File: src/design/board_pkg.sv
package board_pkg;

  // board resources
  localparam int color_depth = 6;
  localparam int num_leds    = 8;
  localparam int num_btns    = 7;

  // reset stretch length and its counter width
  localparam int reset_hold_cycles = 32;
  localparam int reset_cnt_width   = $clog2(reset_hold_cycles);

  // 115200 baud from 25 MHz
  localparam int uart_clks_per_bit = 217;
  localparam int uart_half_bit     = uart_clks_per_bit / 2;
  localparam int uart_cnt_width    = $clog2(uart_clks_per_bit);

  // 640x480 at 60 Hz
  localparam int h_active = 640;
  localparam int h_front  = 16;
  localparam int h_sync   = 96;
  localparam int h_back   = 48;
  localparam int h_total  = h_active + h_front + h_sync + h_back;
  localparam int hs_start = h_active + h_front;
  localparam int hs_end   = hs_start + h_sync;

  localparam int v_active = 480;
  localparam int v_front  = 10;
  localparam int v_sync   = 2;
  localparam int v_back   = 33;
  localparam int v_total  = v_active + v_front + v_sync + v_back;
  localparam int vs_start = v_active + v_front;
  localparam int vs_end   = vs_start + v_sync;

  localparam int bar_width = 80;

  // command code sits in byte bits 7:6
  localparam logic [1:0] cmd_leds_low  = 2'b00;
  localparam logic [1:0] cmd_leds_high = 2'b01;
  // only bit 1 is decoded for tint
  localparam logic [1:0] cmd_tint      = 2'b10;

endpackage
File: src/design/top.sv
`timescale 1ns/1ps

module top (
  input  logic                              clk_25mhz,
  input  logic                              rst_n,
  input  logic [board_pkg::num_btns-1:0]    btns,
  input  logic                              ftdi_txd,
  output logic [board_pkg::num_leds-1:0]    leds,
  output logic                              vga_hs,
  output logic                              vga_vs,
  output logic [board_pkg::color_depth-1:0] vga_r,
  output logic [board_pkg::color_depth-1:0] vga_g,
  output logic [board_pkg::color_depth-1:0] vga_b
);
  import board_pkg::*;

  logic                   sys_rst_n;
  logic                   byte_req;
  logic                   byte_ack;
  logic [7:0]             rx_byte;
  logic [color_depth-1:0] tint;
  logic [9:0]             h_count;
  logic [9:0]             v_count;
  logic                   active;
  logic                   hs_raw;
  logic                   vs_raw;

  // btns[0] doubles as the board ready line
  reset_stretcher reset_stretcher_i (
    .clk_25mhz (clk_25mhz),
    .rst_n     (rst_n),
    .ready     (btns[0]),
    .sys_rst_n (sys_rst_n)
  );

  uart_rx uart_rx_i (
    .clk_25mhz (clk_25mhz),
    .rst_n     (sys_rst_n),
    .rx        (ftdi_txd),
    .byte_req  (byte_req),
    .rx_byte   (rx_byte),
    .byte_ack  (byte_ack)
  );

  command_decoder command_decoder_i (
    .clk_25mhz (clk_25mhz),
    .rst_n     (sys_rst_n),
    .byte_req  (byte_req),
    .rx_byte   (rx_byte),
    .byte_ack  (byte_ack),
    .leds      (leds),
    .tint      (tint)
  );

  vga_timing vga_timing_i (
    .clk_25mhz (clk_25mhz),
    .rst_n     (sys_rst_n),
    .h_count   (h_count),
    .v_count   (v_count),
    .active    (active),
    .hs_raw    (hs_raw),
    .vs_raw    (vs_raw)
  );

  bar_pattern bar_pattern_i (
    .clk_25mhz (clk_25mhz),
    .rst_n     (sys_rst_n),
    .h_count   (h_count),
    .active    (active),
    .hs_raw    (hs_raw),
    .vs_raw    (vs_raw),
    .tint      (tint),
    .vga_r     (vga_r),
    .vga_g     (vga_g),
    .vga_b     (vga_b),
    .vga_hs    (vga_hs),
    .vga_vs    (vga_vs)
  );

endmodule

File: src/design/bar_pattern.sv
`timescale 1ns/1ps

module bar_pattern (
  input  logic                              clk_25mhz,
  input  logic                              rst_n,
  input  logic [9:0]                        h_count,
  input  logic                              active,
  input  logic                              hs_raw,
  input  logic                              vs_raw,
  input  logic [board_pkg::color_depth-1:0] tint,
  output logic [board_pkg::color_depth-1:0] vga_r,
  output logic [board_pkg::color_depth-1:0] vga_g,
  output logic [board_pkg::color_depth-1:0] vga_b,
  output logic                              vga_hs,
  output logic                              vga_vs
);
  import board_pkg::*;

  logic [2:0]             bar_idx;
  logic [color_depth-1:0] r_next;
  logic [color_depth-1:0] g_next;
  logic [color_depth-1:0] b_next;

  // only meaningful inside the active region
  assign bar_idx = 3'(h_count / bar_width);

  assign r_next = (active && bar_idx[0]) ? tint : '0;
  assign g_next = (active && bar_idx[1]) ? tint : '0;
  assign b_next = (active && bar_idx[2]) ? tint : '0;

  // syncs share the colour register stage
  always_ff @(posedge clk_25mhz or negedge rst_n) begin
    if (!rst_n) begin
      vga_r  <= '0;
      vga_g  <= '0;
      vga_b  <= '0;
      vga_hs <= 1'b1;
      vga_vs <= 1'b1;
    end else begin
      vga_r  <= r_next;
      vga_g  <= g_next;
      vga_b  <= b_next;
      vga_hs <= hs_raw;
      vga_vs <= vs_raw;
    end
  end

endmodule

File: src/design/vga_timing.sv
`timescale 1ns/1ps

module vga_timing (
  input  logic       clk_25mhz,
  input  logic       rst_n,
  output logic [9:0] h_count,
  output logic [9:0] v_count,
  output logic       active,
  output logic       hs_raw,
  output logic       vs_raw
);
  import board_pkg::*;

  logic h_wrap;
  logic v_wrap;

  assign h_wrap = (h_count == 10'(h_total - 1));
  assign v_wrap = (v_count == 10'(v_total - 1));

  always_ff @(posedge clk_25mhz or negedge rst_n) begin
    if (!rst_n) begin
      h_count <= '0;
    end else if (h_wrap) begin
      h_count <= '0;
    end else begin
      h_count <= h_count + 10'd1;
    end
  end

  // one line per horizontal wrap
  always_ff @(posedge clk_25mhz or negedge rst_n) begin
    if (!rst_n) begin
      v_count <= '0;
    end else if (h_wrap) begin
      if (v_wrap) begin
        v_count <= '0;
      end else begin
        v_count <= v_count + 10'd1;
      end
    end
  end

  // both syncs are active low
  assign hs_raw = !((h_count >= 10'(hs_start)) && (h_count < 10'(hs_end)));
  assign vs_raw = !((v_count >= 10'(vs_start)) && (v_count < 10'(vs_end)));

  assign active = (h_count < 10'(h_active)) && (v_count < 10'(v_active));

endmodule

File: src/design/command_decoder.sv
`timescale 1ns/1ps

module command_decoder (
  input  logic                         clk_25mhz,
  input  logic                         rst_n,
  input  logic                         byte_req,
  input  logic [7:0]                   rx_byte,
  output logic                         byte_ack,
  output logic [board_pkg::num_leds-1:0]    leds,
  output logic [board_pkg::color_depth-1:0] tint
);
  import board_pkg::*;

  logic [1:0] code;

  assign code = rx_byte[7:6];

  // ack side of the four-phase handshake
  always_ff @(posedge clk_25mhz or negedge rst_n) begin
    if (!rst_n) begin
      byte_ack <= 1'b0;
      leds     <= '0;
      tint     <= '0;
    end else if (byte_req && !byte_ack) begin
      byte_ack <= 1'b1;
      if (code[1] == cmd_tint[1]) begin
        tint <= rx_byte[color_depth-1:0];
      end else if (code == cmd_leds_low) begin
        leds[3:0] <= rx_byte[3:0];
      end else if (code == cmd_leds_high) begin
        leds[7:4] <= rx_byte[3:0];
      end
    end else if (byte_ack && !byte_req) begin
      // sender has seen the ack
      byte_ack <= 1'b0;
    end
  end

endmodule

File: src/design/uart_rx.sv
`timescale 1ns/1ps

module uart_rx (
  input  logic       clk_25mhz,
  input  logic       rst_n,
  input  logic       rx,
  output logic       byte_req,
  output logic [7:0] rx_byte,
  input  logic       byte_ack
);
  import board_pkg::*;

  typedef enum logic [1:0] {idle, start, data, stop} rx_state_t;
  typedef enum logic [1:0] {hs_idle, offer, wait_ack_low} hs_state_t;

  logic                      rx_meta;
  logic                      rx_s;
  rx_state_t                 state;
  hs_state_t                 hs_state;
  logic [uart_cnt_width-1:0] tick_cnt;
  logic [2:0]                bit_idx;
  logic [7:0]                shift;
  logic                      frame_done;
  logic                      bit_tick;

  assign bit_tick = (tick_cnt == uart_cnt_width'(uart_clks_per_bit - 1));

  // line idles high
  always_ff @(posedge clk_25mhz or negedge rst_n) begin
    if (!rst_n) begin
      rx_meta <= 1'b1;
      rx_s    <= 1'b1;
    end else begin
      rx_meta <= rx;
      rx_s    <= rx_meta;
    end
  end

  always_ff @(posedge clk_25mhz or negedge rst_n) begin
    if (!rst_n) begin
      state      <= idle;
      tick_cnt   <= '0;
      bit_idx    <= '0;
      frame_done <= 1'b0;
    end else begin
      frame_done <= 1'b0;
      tick_cnt   <= tick_cnt + 1'b1;
      case (state)
        idle: begin
          tick_cnt <= '0;
          if (!rx_s) begin
            state <= start;
          end
        end
        start: begin
          // still low at mid-bit, so a real start bit
          if (tick_cnt == uart_cnt_width'(uart_half_bit - 1)) begin
            tick_cnt <= '0;
            bit_idx  <= '0;
            state    <= rx_s ? idle : data;
          end
        end
        data: begin
          if (bit_tick) begin
            tick_cnt <= '0;
            bit_idx  <= bit_idx + 1'b1;
            if (bit_idx == 3'd7) begin
              state <= stop;
            end
          end
        end
        stop: begin
          // low stop bit drops the frame
          if (bit_tick) begin
            frame_done <= rx_s;
            state      <= idle;
          end
        end
        default: state <= idle;
      endcase
    end
  end

  // lsb first
  always_ff @(posedge clk_25mhz) begin
    if (state == data && bit_tick) begin
      shift <= {rx_s, shift[7:1]};
    end
  end

  // frames finishing while a handshake is open are lost
  always_ff @(posedge clk_25mhz or negedge rst_n) begin
    if (!rst_n) begin
      hs_state <= hs_idle;
      byte_req <= 1'b0;
    end else begin
      case (hs_state)
        hs_idle: begin
          if (frame_done) begin
            byte_req <= 1'b1;
            hs_state <= offer;
          end
        end
        offer: begin
          if (byte_ack) begin
            byte_req <= 1'b0;
            hs_state <= wait_ack_low;
          end
        end
        wait_ack_low: begin
          if (!byte_ack) begin
            hs_state <= hs_idle;
          end
        end
        default: hs_state <= hs_idle;
      endcase
    end
  end

  always_ff @(posedge clk_25mhz) begin
    if (hs_state == hs_idle && frame_done) begin
      rx_byte <= shift;
    end
  end

endmodule

File: src/design/reset_stretcher.sv
`timescale 1ns/1ps

module reset_stretcher (
  input  logic clk_25mhz,
  input  logic rst_n,
  input  logic ready,
  output logic sys_rst_n
);
  import board_pkg::*;

  logic                       src_n;
  logic [reset_cnt_width-1:0] hold_cnt;

  // either source forces reset at once
  assign src_n = rst_n & ready;

  // release only after the count drains
  always_ff @(posedge clk_25mhz or negedge src_n) begin
    if (!src_n) begin
      hold_cnt  <= reset_cnt_width'(reset_hold_cycles - 1);
      sys_rst_n <= 1'b0;
    end else if (hold_cnt != '0) begin
      hold_cnt <= hold_cnt - 1'b1;
    end else begin
      sys_rst_n <= 1'b1;
    end
  end

endmodule

File: config.mk
export PLATFORM = sky130hd
export DESIGN_NAME = top
export DESIGN_NICKNAME = d
export VERILOG_FILES = /design/src/design/board_pkg.sv /design/src/design/top.sv /design/src/design/bar_pattern.sv /design/src/design/vga_timing.sv /design/src/design/command_decoder.sv /design/src/design/uart_rx.sv /design/src/design/reset_stretcher.sv
export SDC_FILE = /design/constraint.sdc
export NUM_CORES = 1
export LEC_CHECK = 0
export ABC_AREA = 1
export BUFFER_PORTS_ARGS = -buffer_cell sky130_fd_sc_hd__clkbuf_2
export CAP_MARGIN = 40
export CORE_MARGIN = 5
export CORE_UTILIZATION = 60
export CTS_CLUSTER_SIZE = 28
export DETAILED_ROUTE_END_ITERATION = 8
export HOLD_SLACK_MARGIN = 0.05
export PLACE_DENSITY_LB_ADDON = 0.12
export SLEW_MARGIN = 0
export SYNTH_ARGS = -nofsm -noshare
export SYNTH_HDL_FRONTEND = slang
export SYNTH_SLANG_ARGS = --single-unit
File: constraint.sdc
create_clock -name clk_25mhz -period 5.05 [get_ports clk_25mhz]
set_input_delay 0.7575 -clock clk_25mhz [delete_from_list [all_inputs] [get_ports clk_25mhz]]
set_output_delay 0.7575 -clock clk_25mhz [all_outputs]
set_load 0.1 [all_outputs]
# [After elaboration in Yosys (flattened, before gate mapping)]
# Index checks and enable logic that the tools add are counted.
[totals] register_bits=96 in_bits=10 out_inout_bits=28 word_cells=114
[op_classes] addsub=5 div_mod_pow=1 magnitude_cmp=6 n_eq_ne=19 n_mux=29 n_bitwise=3 n_reduce_logical=28
[ops] operator="divider 10 x 7 -> 32 bit (second input constant)" n=1
[ops] operator="case mux 8 bit (3 select lines)" n=1
[ops] operator="adder 10 x 1 -> 10 bit (second input constant)" n=2
[ops] operator="equality test 10 bit (second input constant)" n=2
[ops] operator="< comparator 10 bit (second input constant)" n=2
[ops] operator="< comparator 10 x 9 -> 1 bit (second input constant)" n=2
[ops] operator="2-to-1 mux 10 bit" n=2
[ops] operator="2-to-1 mux 2 bit" n=9
[ops] operator="2-to-1 mux 6 bit" n=3
[ops] operator="2-to-1 mux 8 bit" n=2
[ops] operator="inequality test 2 x 1 -> 1 bit (second input constant)" n=6
[ops] operator="AND reduction 3 bit" n=4
[ops] operator="greater-or-equal comparator 10 bit (second input constant)" n=1
[ops] operator="greater-or-equal comparator 10 x 9 -> 1 bit (second input constant)" n=1
[ops] operator="logical AND 1 bit" n=10
[ops] operator="adder 8 x 1 -> 8 bit (second input constant)" n=1
[ops] operator="equality test 8 x 7 -> 1 bit (second input constant)" n=1
[ops] operator="equality test 8 bit (second input constant)" n=1
[ops] operator="case mux 2 bit (4 select lines)" n=1
[ops] operator="equality test 2 x 1 -> 1 bit (second input constant)" n=3
[ops] operator="equality test 2 bit (second input constant)" n=3
[ops] operator="zero test 2 bit" n=3
[ops] operator="2-to-1 mux 1 bit" n=6
[ops] operator="2-to-1 mux 3 bit" n=2
[ops] operator="15 further kinds" n=22

# [Logic depth before layout (Yosys ltp)]
# Gate-level depths: netlist of run 1.
[logic_depth] word_depth=4 mapped_depth=18 ltp_nobuf=18

# [Cells and area by module]
# Synthesis of run 1 repeated with hierarchy kept, for this count alone.
[unflattened] cells_unflattened=497 hier_area_um2=4540.6
[by_module_without_submodules] mod="uart_rx" n_inst=1 cells_each=125 area_per_inst_um2=1415.1 seq_area_each_um2=958.4
[by_module_without_submodules] mod="vga_timing" n_inst=1 cells_each=149 area_per_inst_um2=1167.4 seq_area_each_um2=500.5
[by_module_without_submodules] mod="bar_pattern" n_inst=1 cells_each=114 area_per_inst_um2=952.2 seq_area_each_um2=503.0
[by_module_without_submodules] mod="command_decoder" n_inst=1 cells_each=69 area_per_inst_um2=659.4 seq_area_each_um2=375.4
[by_module_without_submodules] mod="reset_stretcher" n_inst=1 cells_each=40 area_per_inst_um2=346.6 seq_area_each_um2=156.4

# [Worst setup path after synthesis of run 1]
# Ideal clock, no wire load.
[synth_path] kind="flip-flop to flip-flop" start="reg vga_timing_i.h_count[8]" end="reg bar_pattern_i.vga_r[0] (netlist bit)" setup_time_ps=122 arrival_time_ps=2112 required_time_ps=4928 slack_ps=2816 stages_incl_launch_ff=16 n_path_buf=0 synth_period_minus_slack_ps=2234 path_cell_list="dfrtp_1 -> nor2_2 -> inv_1 -> ha_1 -> o21ai_4 -> nand3_2 -> nand2_1 -> nand2_2 -> clkinv_2 -> nand2_2 -> nand3_2 -> nand2_1 -> nand2_2 -> nand4_1 -> o21bai_4 -> nor2_1"
[synth_between] elab_chain_cells=4 elab_cells_between_ends=5 cone_classes="div (1); order compare (1); mux (1); reduce/logical (2)"
[synth_rtl] item="from (decl)" line_no="vga_timing.sv:6" source="output logic [9:0] h_count,"
[synth_rtl] item="from (signal assigned)" line_no="vga_timing.sv:26" source="h_count <= h_count + 10'd1;"
[synth_rtl] item="branches (longest 2 deep; another with divider 10 x 7 -> 32 bit)"
[synth_rtl] item="logical AND 1 bit *" line_no="bar_pattern.sv:27" source="assign r_next = (active && bar_idx[0]) ? tint : '0;"
[synth_rtl] item="2-to-1 mux 6 bit *" line_no="bar_pattern.sv:27"
[synth_rtl] item="via bar_pattern_i.r_next[0]" line_no="bar_pattern.sv:20" source="logic [color_depth-1:0] r_next;"
[synth_rtl] item="to (signal assigned)" line_no="bar_pattern.sv:40" source="vga_r <= r_next;"
[synth_rtl] item="to (decl)" line_no="bar_pattern.sv:11" source="output logic [board_pkg::color_depth-1:0] vga_r,"
# Mark *: on every way through the listed nets, which the timed path passes.
# A chain may end at the register's enable or synchronous reset.

# [Final worst setup path of run 1]
[layout_path] start="reg vga_timing_i.h_count[7]" end="reg bar_pattern_i.vga_r[4] (netlist bit)"
# The elaborated chain is that of the path after synthesis.

==> impl_results.md, run 1 <==
* Leak at 2.44 nW
* Fin crit period at 2480 ps
* Worst reg2reg path depth at 15
* # hold bufs at CTS at 0
* GR peak layer: met2
* Post-synth EDFFs at 16
* Syn Std Cell Area at 4250 um2
* Number of antenna-violating nets in the routed design at 0
* Routed WL at 6.76 mm
* Vias in the first global route at 2963
* Setup Buffers After CTS at 0
* Vias at 2965
* Worst-Margin Slew at 617 ps
* Number of cells on the critical path at 15
* FF-to-FF setup slack at 2570 ps
* Row count at 30
* Pwr per Cell Area at 310 nW/um2
* Initial Util at 0.622
* IO Count at 38
* Final Max Slew Viols at 0
* Die area at 8870 um2
* Core Box Area at 6830 um2
* CP bufs+invs at 2
* H-tree Lvls at 3
* Post-synth cell types at 36
* Worst EP arrival at 2740 ps
* FFs w/ async S/R, synth at 0.833
* Grt met1 use at 0.226
* Gpl congestion at 0.906
* Cell breakdown of the critical path: nor2_2 > inv_1 > ha_1 > o21ai_4 > nand3_2 > nand2_1 > nand2_2 > clkinv_2 > nand2_2 > nand3_2 > nand2_1 > nand2_2 > nand4_1 > o21bai_4 > nor2_1
* Yosys reg bits at 96
* Post-CTS Resized at 0
* Max Clock Skew at 14.0 ps
* # diodes at 0
* Util after Layout at 0.698
* Mapped Cells at 445
* CTS root buf: clkbuf_8
* Critical-path top delay cell: dfrtp_1
* CTS sink count at 96
* Nets@finish at 512
* Routing usage on met3 at 0.0409
* DP Wirelength at 4.96 mm
* Worst-skew pair later-pin latency at 370 ps
* CP top delay family: simple AND/OR/NAND/NOR gates
* GRT Total Usage at 0.178
* Final worst setup slack at 2570 ps
* Area leader, netlist: dfrtp_1
* Final cycle utilization of the critical path at 0.492
* Post-synthesis sequential area ratio at 0.587
* Largest net degree at the start of global routing at 64
* Initial antenna violation count at 0
* Syn_nets at 471
* Seq. cell area at 2490 um2
* Initial DRT Pass Iterations at 4
* Max_cap viols at 0
* Top cells by area, synth: dfrtp_1 (42%), edfxtp_1 (11%), inv_1 (6.6%), nand2_1 (6.4%), dfstp_2 (5.6%)
* Crit Path Class: reg -> reg
* Die W at 94.2 um
* DRT iter0 DRCs at 160
* Chip Height at 94.2 um
* Worst path max stage delay at 470 ps
* Layout area overhead at 12.1%
* Number of port buffers at 31
* First-pass GRT wire length at 12.6 mm
* CP dominant cell by count: nand2_2
* Main synth FF type: dfrtp_1
* CTS buffer count at 9
* Vias per inst at 5.05
* Avg Cell Area, Syn at 9.55 um2
* Gr ovfl total at 0
* Final Hold Vio Count at 0
* Slew HR at 0.587
* Layout cells sized above 1 at 0.159
* # fillers at 554
* Setup TNS at 0 ps
* Count of final setup violators at 0
* CP startpoint kind: flop
* Avg WL per Cell at 11.5 um
* Worst-path clk slew at 100 ps
* Post-synth top cells: inv_1 (75), nand2_1 (72), dfrtp_1 (71)
* HP Class: reg -> async
* CTS tree: done
* Deepest clock path buffer count at 2
* M2 GR Usage at 0.295
* VDD IR max at 0.247 mV
* RSZ-0062 raised after global routing: no
* Area of the multi-input gates at 1450 um2
* Number of synthesis warnings at 0
* Critical Path RT at 5310 ps
* DRC at 0
* Highest clock rate at 0.402 GHz
* Crit path capture type: flop
* Post-synth top area share at 0.418
* Critical Path Fanout Max at 7
* Pre-CTS setup slack at 2560 ps
* Count leader, synth: inv_1
* Status: complete, no violations
-- power by group --
part	total (mW)	internal, mW	switching (mW)
Clock	0.514	0.226	0.288
Combinational	0.134	0.0453	0.0882
Sequential	0.829	0.809	0.0194
-- placed cells by master (no fill, tap or decap), types with 13 or more instances in the layout --
| cell | synthesis | routed |
|---|---|---|
| nand2_1 | 72 | 72 |
| inv_1 | 75 | 75 |
| a21oi_1 | 18 | 18 |
| o21ai_0 | 26 | 26 |
| nand3_1 | 22 | 22 |
| edfxtp_1 | 16 | 16 |
| dfrtp_1 | 71 | 70 |
| nor3_1 | 13 | 13 |
| ha_1 | 16 | 16 |
| nor2_1 | 53 | 53 |
| clkbuf_2 | 0 | 31 |
-- metal layers --
metal,wire length (um),part of all wire
met5,0,0
met3,291,0.043
met2,3230,0.48
met1,3120,0.46
met4,117,0.017
-- logic make-up after synthesis --
kind of cell / Yosys count / share of synthesized area
AO/OA/AOI/OAI: 53 / 0.0724
XOR/XNOR: 7 / 0.0144
adder cells (fa/ha/maj): 16 / 0.0471
buffers and inverters: 81 / 0.0721
flip-flops: 96 / 0.587
AND/OR/NAND/NOR: 192 / 0.207
-- cell type report --
class                      count  area share
tap                           96      0.0252
sequential                    96       0.523
timing repair buffer          33      0.0399
inverter                      78      0.0617
clock buffer                  10      0.0312
multi-input combinational    268       0.304
clock inverter                 6      0.0142
-- worst paths after layout --
| kind | from | to |
|---|---|---|
| max | vga_timing_i.h_count[7]$_DFF_PN0_ | bar_pattern_i.vga_r[4]$_DFF_PN0_ |
| min | reset_stretcher_i.sys_rst_n$_DFFE_PN0N_ | uart_rx_i.tick_cnt[7]$_DFF_PN0_ |
| max reg2reg | vga_timing_i.h_count[7]$_DFF_PN0_ | bar_pattern_i.vga_r[4]$_DFF_PN0_ |
| min reg2reg | reset_stretcher_i.sys_rst_n$_DFFE_PN0N_ | uart_rx_i.tick_cnt[7]$_DFF_PN0_ |
| max in group asynchronous | reset_stretcher_i.sys_rst_n$_DFFE_PN0N_ | bar_pattern_i.vga_hs$_DFF_PN1_ |
| min in group clk_25mhz | uart_rx_i.rx_meta$_DFF_PN1_ | uart_rx_i.rx_s$_DFF_PN1_ |
-- worst reg2reg max path: stages, from the launching register on --
cell and delay (ps):
dfrtp_1 470, nor2_2 210, inv_1 70, ha_1 310, o21ai_4 230, nand3_2 150
nand2_1 100, nand2_2 70, clkinv_2 60, nand2_2 60, nand3_2 90, nand2_1 70
nand2_2 60, nand4_1 120, o21bai_4 240, nor2_1 70
-- registers in the layout, indices dropped and copies added, names as in the netlist, 2 cells and up, named ones only --
name                        cells
vga_timing_i.h_count           10
command_decoder_i.tint          6
bar_pattern_i.vga_r             6
uart_rx_i.shift                 8
bar_pattern_i.vga_g             6
uart_rx_i.hs_state              2
bar_pattern_i.vga_b             6
command_decoder_i.leds          8
uart_rx_i.bit_idx               3
vga_timing_i.v_count           10
reset_stretcher_i.hold_cnt      5
uart_rx_i.rx_byte               8
uart_rx_i.tick_cnt              8
-- metrics by stage --
| stage | area, um2 | hold WS [ps] | instances | total power, mW |
|---|---|---|---|---|
| global placement | 4520 | 348 | 570 | 0.968 |
| detailed placement | 4550 | 188 | 571 | 0.977 |
| CTS | 4770 | 196 | 587 | 1.49 |
| global route | 4770 | 216 | 587 | 1.55 |
| finish | 4770 | 186 | 587 | 1.48 |
| floorplan | 4250 | 345 | 445 | 0.945 |
Note: power is estimated with default switching activity, not from simulation.
==> run 2, diff against run 1 <==
ABC_AREA = 0   (was 1)
CORE_UTILIZATION = 53   (was 60)
clock period = 2.04 ns   (was 5.05 ns; I/O delays follow)
==> run 2 against run 1 <==
The run now ends with negative setup slack left. Die area increased by 12%. Sequential share of layout area decreased by 1.7 points. Non-clock buffer count increased by 20. Highest routed layer unchanged.
==> impl_results.md, run 2 <==
* Initial DRT Pass Iterations at 4 (unchanged)
* Crit Path Class: reg -> reg
* # diodes at 0 (unchanged)
* Largest net degree at the start of global routing at 29 (-55%)
* Final Max Slew Viols at 0 (unchanged)
* Post-synth cell types at 54 (+50%)
* Worst EP arrival at 2280 ps (-460 ps)
* M2 GR Usage at 0.257 (-0.0382)
* CP startpoint kind: flop
* Avg Cell Area, Syn at 11.9 um2 (+24%)
* Max Clock Skew at 10.0 ps (-3.97 ps)
* IO Count at 38 (unchanged)
* Worst-skew pair later-pin latency at 350 ps (-20 ps)
* DRC at 0 (unchanged)
* Reg2Reg Launch Point: vga_timing_i.h_count[7]$_DFF_PN0_
* Syn_nets at 384 (-18%)
* Post-synth top cells: dfrtp_1 (71), nor2_1 (38), inv_1 (22)
* First-pass GRT wire length at 12.3 mm (-2.6%)
* Nets@finish at 442 (-14%)
* Slew HR at 0.635 (+0.0480)
* Count of final setup violators at 1 (+1)
* CTS buffer count at 9 (unchanged)
* Number of synthesis warnings at 0 (unchanged)
* Sequential share of power at 0.570 (+0.009)
* Final cycle utilization of the critical path at 1.00 (+0.509)
* Final Hold Vio Count at 0 (unchanged)
* RSZ-0062 raised after global routing: yes
* Cell breakdown of the critical path: or2_4 > ha_4 > nand2b_4 > o22ai_4 > a2111o_1 > a21oi_4 > nor2_1
* Die area at 9890 um2 (+12%)
* Die W at 99.5 um (+5.6%)
* Setup TNS at -2.13 ps (-2.13 ps)
* Fin crit period at 2040 ps (-442 ps)
* Worst-Margin Slew at 550 ps (-67.4 ps)
* FF-to-FF setup slack at -2 ps (-2570 ps)
* Mapped Cells at 358 (-20%)
* VDD IR max at 0.633 mV (+160%)
* Deepest clock path buffer count at 2 (unchanged)
* Post-route cell area at 4930 um2 (+3.4%)
* Final worst setup slack at -2.13 ps (-2570 ps)
* Internal at 2.66 mW (+150%)
* Core Box Area at 7770 um2 (+14%)
* Syn Std Cell Area at 4240 um2 (-0.21%)
* FFs w/ async S/R, synth at 0.833 (unchanged)
* Avg WL per Cell at 13.4 um (+17%)
* Most frequent cells in the layout: dfrtp_1 (70), nor2_1 (36), clkbuf_2 (31), inv_1 (22), nand2_1 (21)
* Area leader, netlist: dfrtp_1
* CP startpoint: vga_timing_i.h_count[7]$_DFF_PN0_
* Routed WL at 7.02 mm (+3.8%)
* Vias in the first global route at 2737 (-7.6%)
* Post-synth top area share at 0.419 (+0.000863)
* DRT iter0 DRCs at 72 (-55%)
* HP Class: in -> async
* Row count at 32 (+6.7%)
* Initial Util at 0.546 (-0.0761)
* Yosys reg bits at 96 (unchanged)
* Critical-path top delay cell: a2111o_1
* Worst path max stage delay at 480 ps (about the same)
* Highest clock rate at 0.490 GHz (+22%)
* Critical Path RT at 2280 ps (-3030 ps)
* Count leader, synth: dfrtp_1
* Leak at 2.22 nW (-8.8%)
* Layout area overhead at 16.1%
* Main synth FF type: dfrtp_1
* Psw at 957 uW (+140%)
* Post-synthesis sequential area ratio at 0.588 (+0.00121)
* Net Sw Frac at 0.265 (-0.00358)
* CP bufs+invs at 0 (-2)
* Gpl congestion at 0.813 (-10%)
* Worst r2r dst: bar_pattern_i.vga_g[3]$_DFF_PN0_
* Gr ovfl total at 0 (unchanged)
* Grt met1 use at 0.201 (-0.0251)
* Chip Height at 99.5 um (+5.6%)
* Number of antenna-violating nets in the routed design at 0 (unchanged)
* Layout cells sized above 1 at 0.259 (+0.100)
* Worst reg2reg path depth at 7 (-8)
* CTS tree: done
* CTS root buf: clkbuf_8
* Routing usage on met3 at 0.0273 (-0.0135)
* Worst-path clk slew at 100 ps (about the same)
* GRT Total Usage at 0.152 (-0.0261)
* Top cells by area, synth: dfrtp_1 (42%), edfxtp_1 (11%), dfstp_2 (5.6%), ha_1 (4.7%), mux2_2 (4.2%)
* Clock power frac at 0.317 (-0.031)
* Max_cap viols at 0 (unchanged)
* Status: complete, but fails checks
* Placed Cells at 502 (-12%)
* Failing checks: negative setup slack
* Crit path capture type: flop
* Number of port buffers at 31 (unchanged)
* H-tree Lvls at 3 (unchanged)
* Vias per inst at 5.24 (+3.8%)
* Initial antenna violation count at 0 (unchanged)
* CTS sink count at 96 (unchanged)
* GR peak layer: met2
* Post-route insts no fill at 523 (-11%)
* Commonest non-fill, non-tap cell in the layout: dfrtp_1
* Regs by FF count: vga_timing_i.h_count: 10 flops, vga_timing_i.v_count: 10 flops
* Logic pwr share at 0.114 (+0.024)
* Dpl cell area at 4630 um2 (+1.7%)
* Vias at 2741 (-7.6%)
* Post-synth EDFFs at 16 (unchanged)
* Pwr per Cell Area at 734 nW/um2 (+140%)
* CP top delay family: compound AO/OA/AOI/OAI gates
* Critical Path Fanout Max at 6 (-1)
* DP Wirelength at 5.03 mm (+1.4%)
* # fillers at 628 (+13%)
-- run 2: power by group through the flow --
stage               Clock (mW)  Sequential (mW)  Combinational (mW)
detailed placement           0             2.10               0.387
global placement             0             2.09               0.374
global route              1.27             2.07               0.482
CTS                       1.19             2.06               0.393
floorplan                    0             2.08               0.265
finish                    1.15             2.06               0.412
-- run 2: worst max-delay path by stage --
stage / cells after the start / slack, ps / endpoint
CTS: 7 / 0.2 / bar_pattern_i.vga_r[5]$_DFF_PN0_
detailed placement: 7 / -30 / bar_pattern_i.vga_g[5]$_DFF_PN0_
finish: 7 / -2 / bar_pattern_i.vga_g[3]$_DFF_PN0_
floorplan: 8 / 30 / bar_pattern_i.vga_r[0]$_DFF_PN0_
global route: 7 / -80 / bar_pattern_i.vga_g[3]$_DFF_PN0_
global placement: 7 / 20 / bar_pattern_i.vga_g[0]$_DFF_PN0_
-- run 2: metrics by stage --
step	worst slack (ps)	power, mW	utilization	hold slack [ps]
6_report	-2.13	3.62	0.634	125
5_1_grt	-84.2	3.83	0.634	148
4_1_cts	0.230	3.64	0.626	127
3_5_place_dp	-33.7	2.48	0.596	261
3_3_place_gp	22.6	2.47	0.596	258
2_1_floorplan	27.1	2.35	-	168
-- run 2: worst register-to-register path, delay by kind of cell, from the launching register on --
| kind | cells | cell delay (ps) |
|---|---|---|
| AOI/OAI and AO/OA | 3 | 810 |
| and+or+nand+nor | 3 | 470 |
| DFF | 1 | 380 |
| adders and majority gates | 1 | 280 |
-- run 2: cells by family after synthesis --
kind of cell / share of synthesized area
simple gates: 0.155
flops: 0.588
compound gates: 0.0835
buf+inv: 0.0289
xor+xnor: 0.0434
mux: 0.0543
fa+ha+maj: 0.0472
-- run 2: cell type report --
class                           count  area, um2  area share
Multi-Input combinational cell    234       1710       0.348
Clock inverter                      6       52.6      0.0107
Timing Repair Buffer               53        328      0.0665
Clock buffer                       10        128      0.0259
Inverter                           22       82.6      0.0168
Sequential cell                    96       2490       0.506
Tap cell                          102        128      0.0259
-- run 2: routing by layer --
metal	routed length, um	part of all wire	up-vias
met5	0	0	-
met4	71	0.010	0
met3	228	0.032	7
met2	3450	0.49	40
met1	3270	0.47	1342
li1	-	-	1352
-- run 2: what timing repair did --
action                                 4_1_cts  5_1_grt
endpoints found under the hold margin        2        0
hold buffers                                 3        0
setup endpoints to repair                    6       15
resized for setup                            3       13
pin swaps                                    0       14
buffers inserted                             0        2
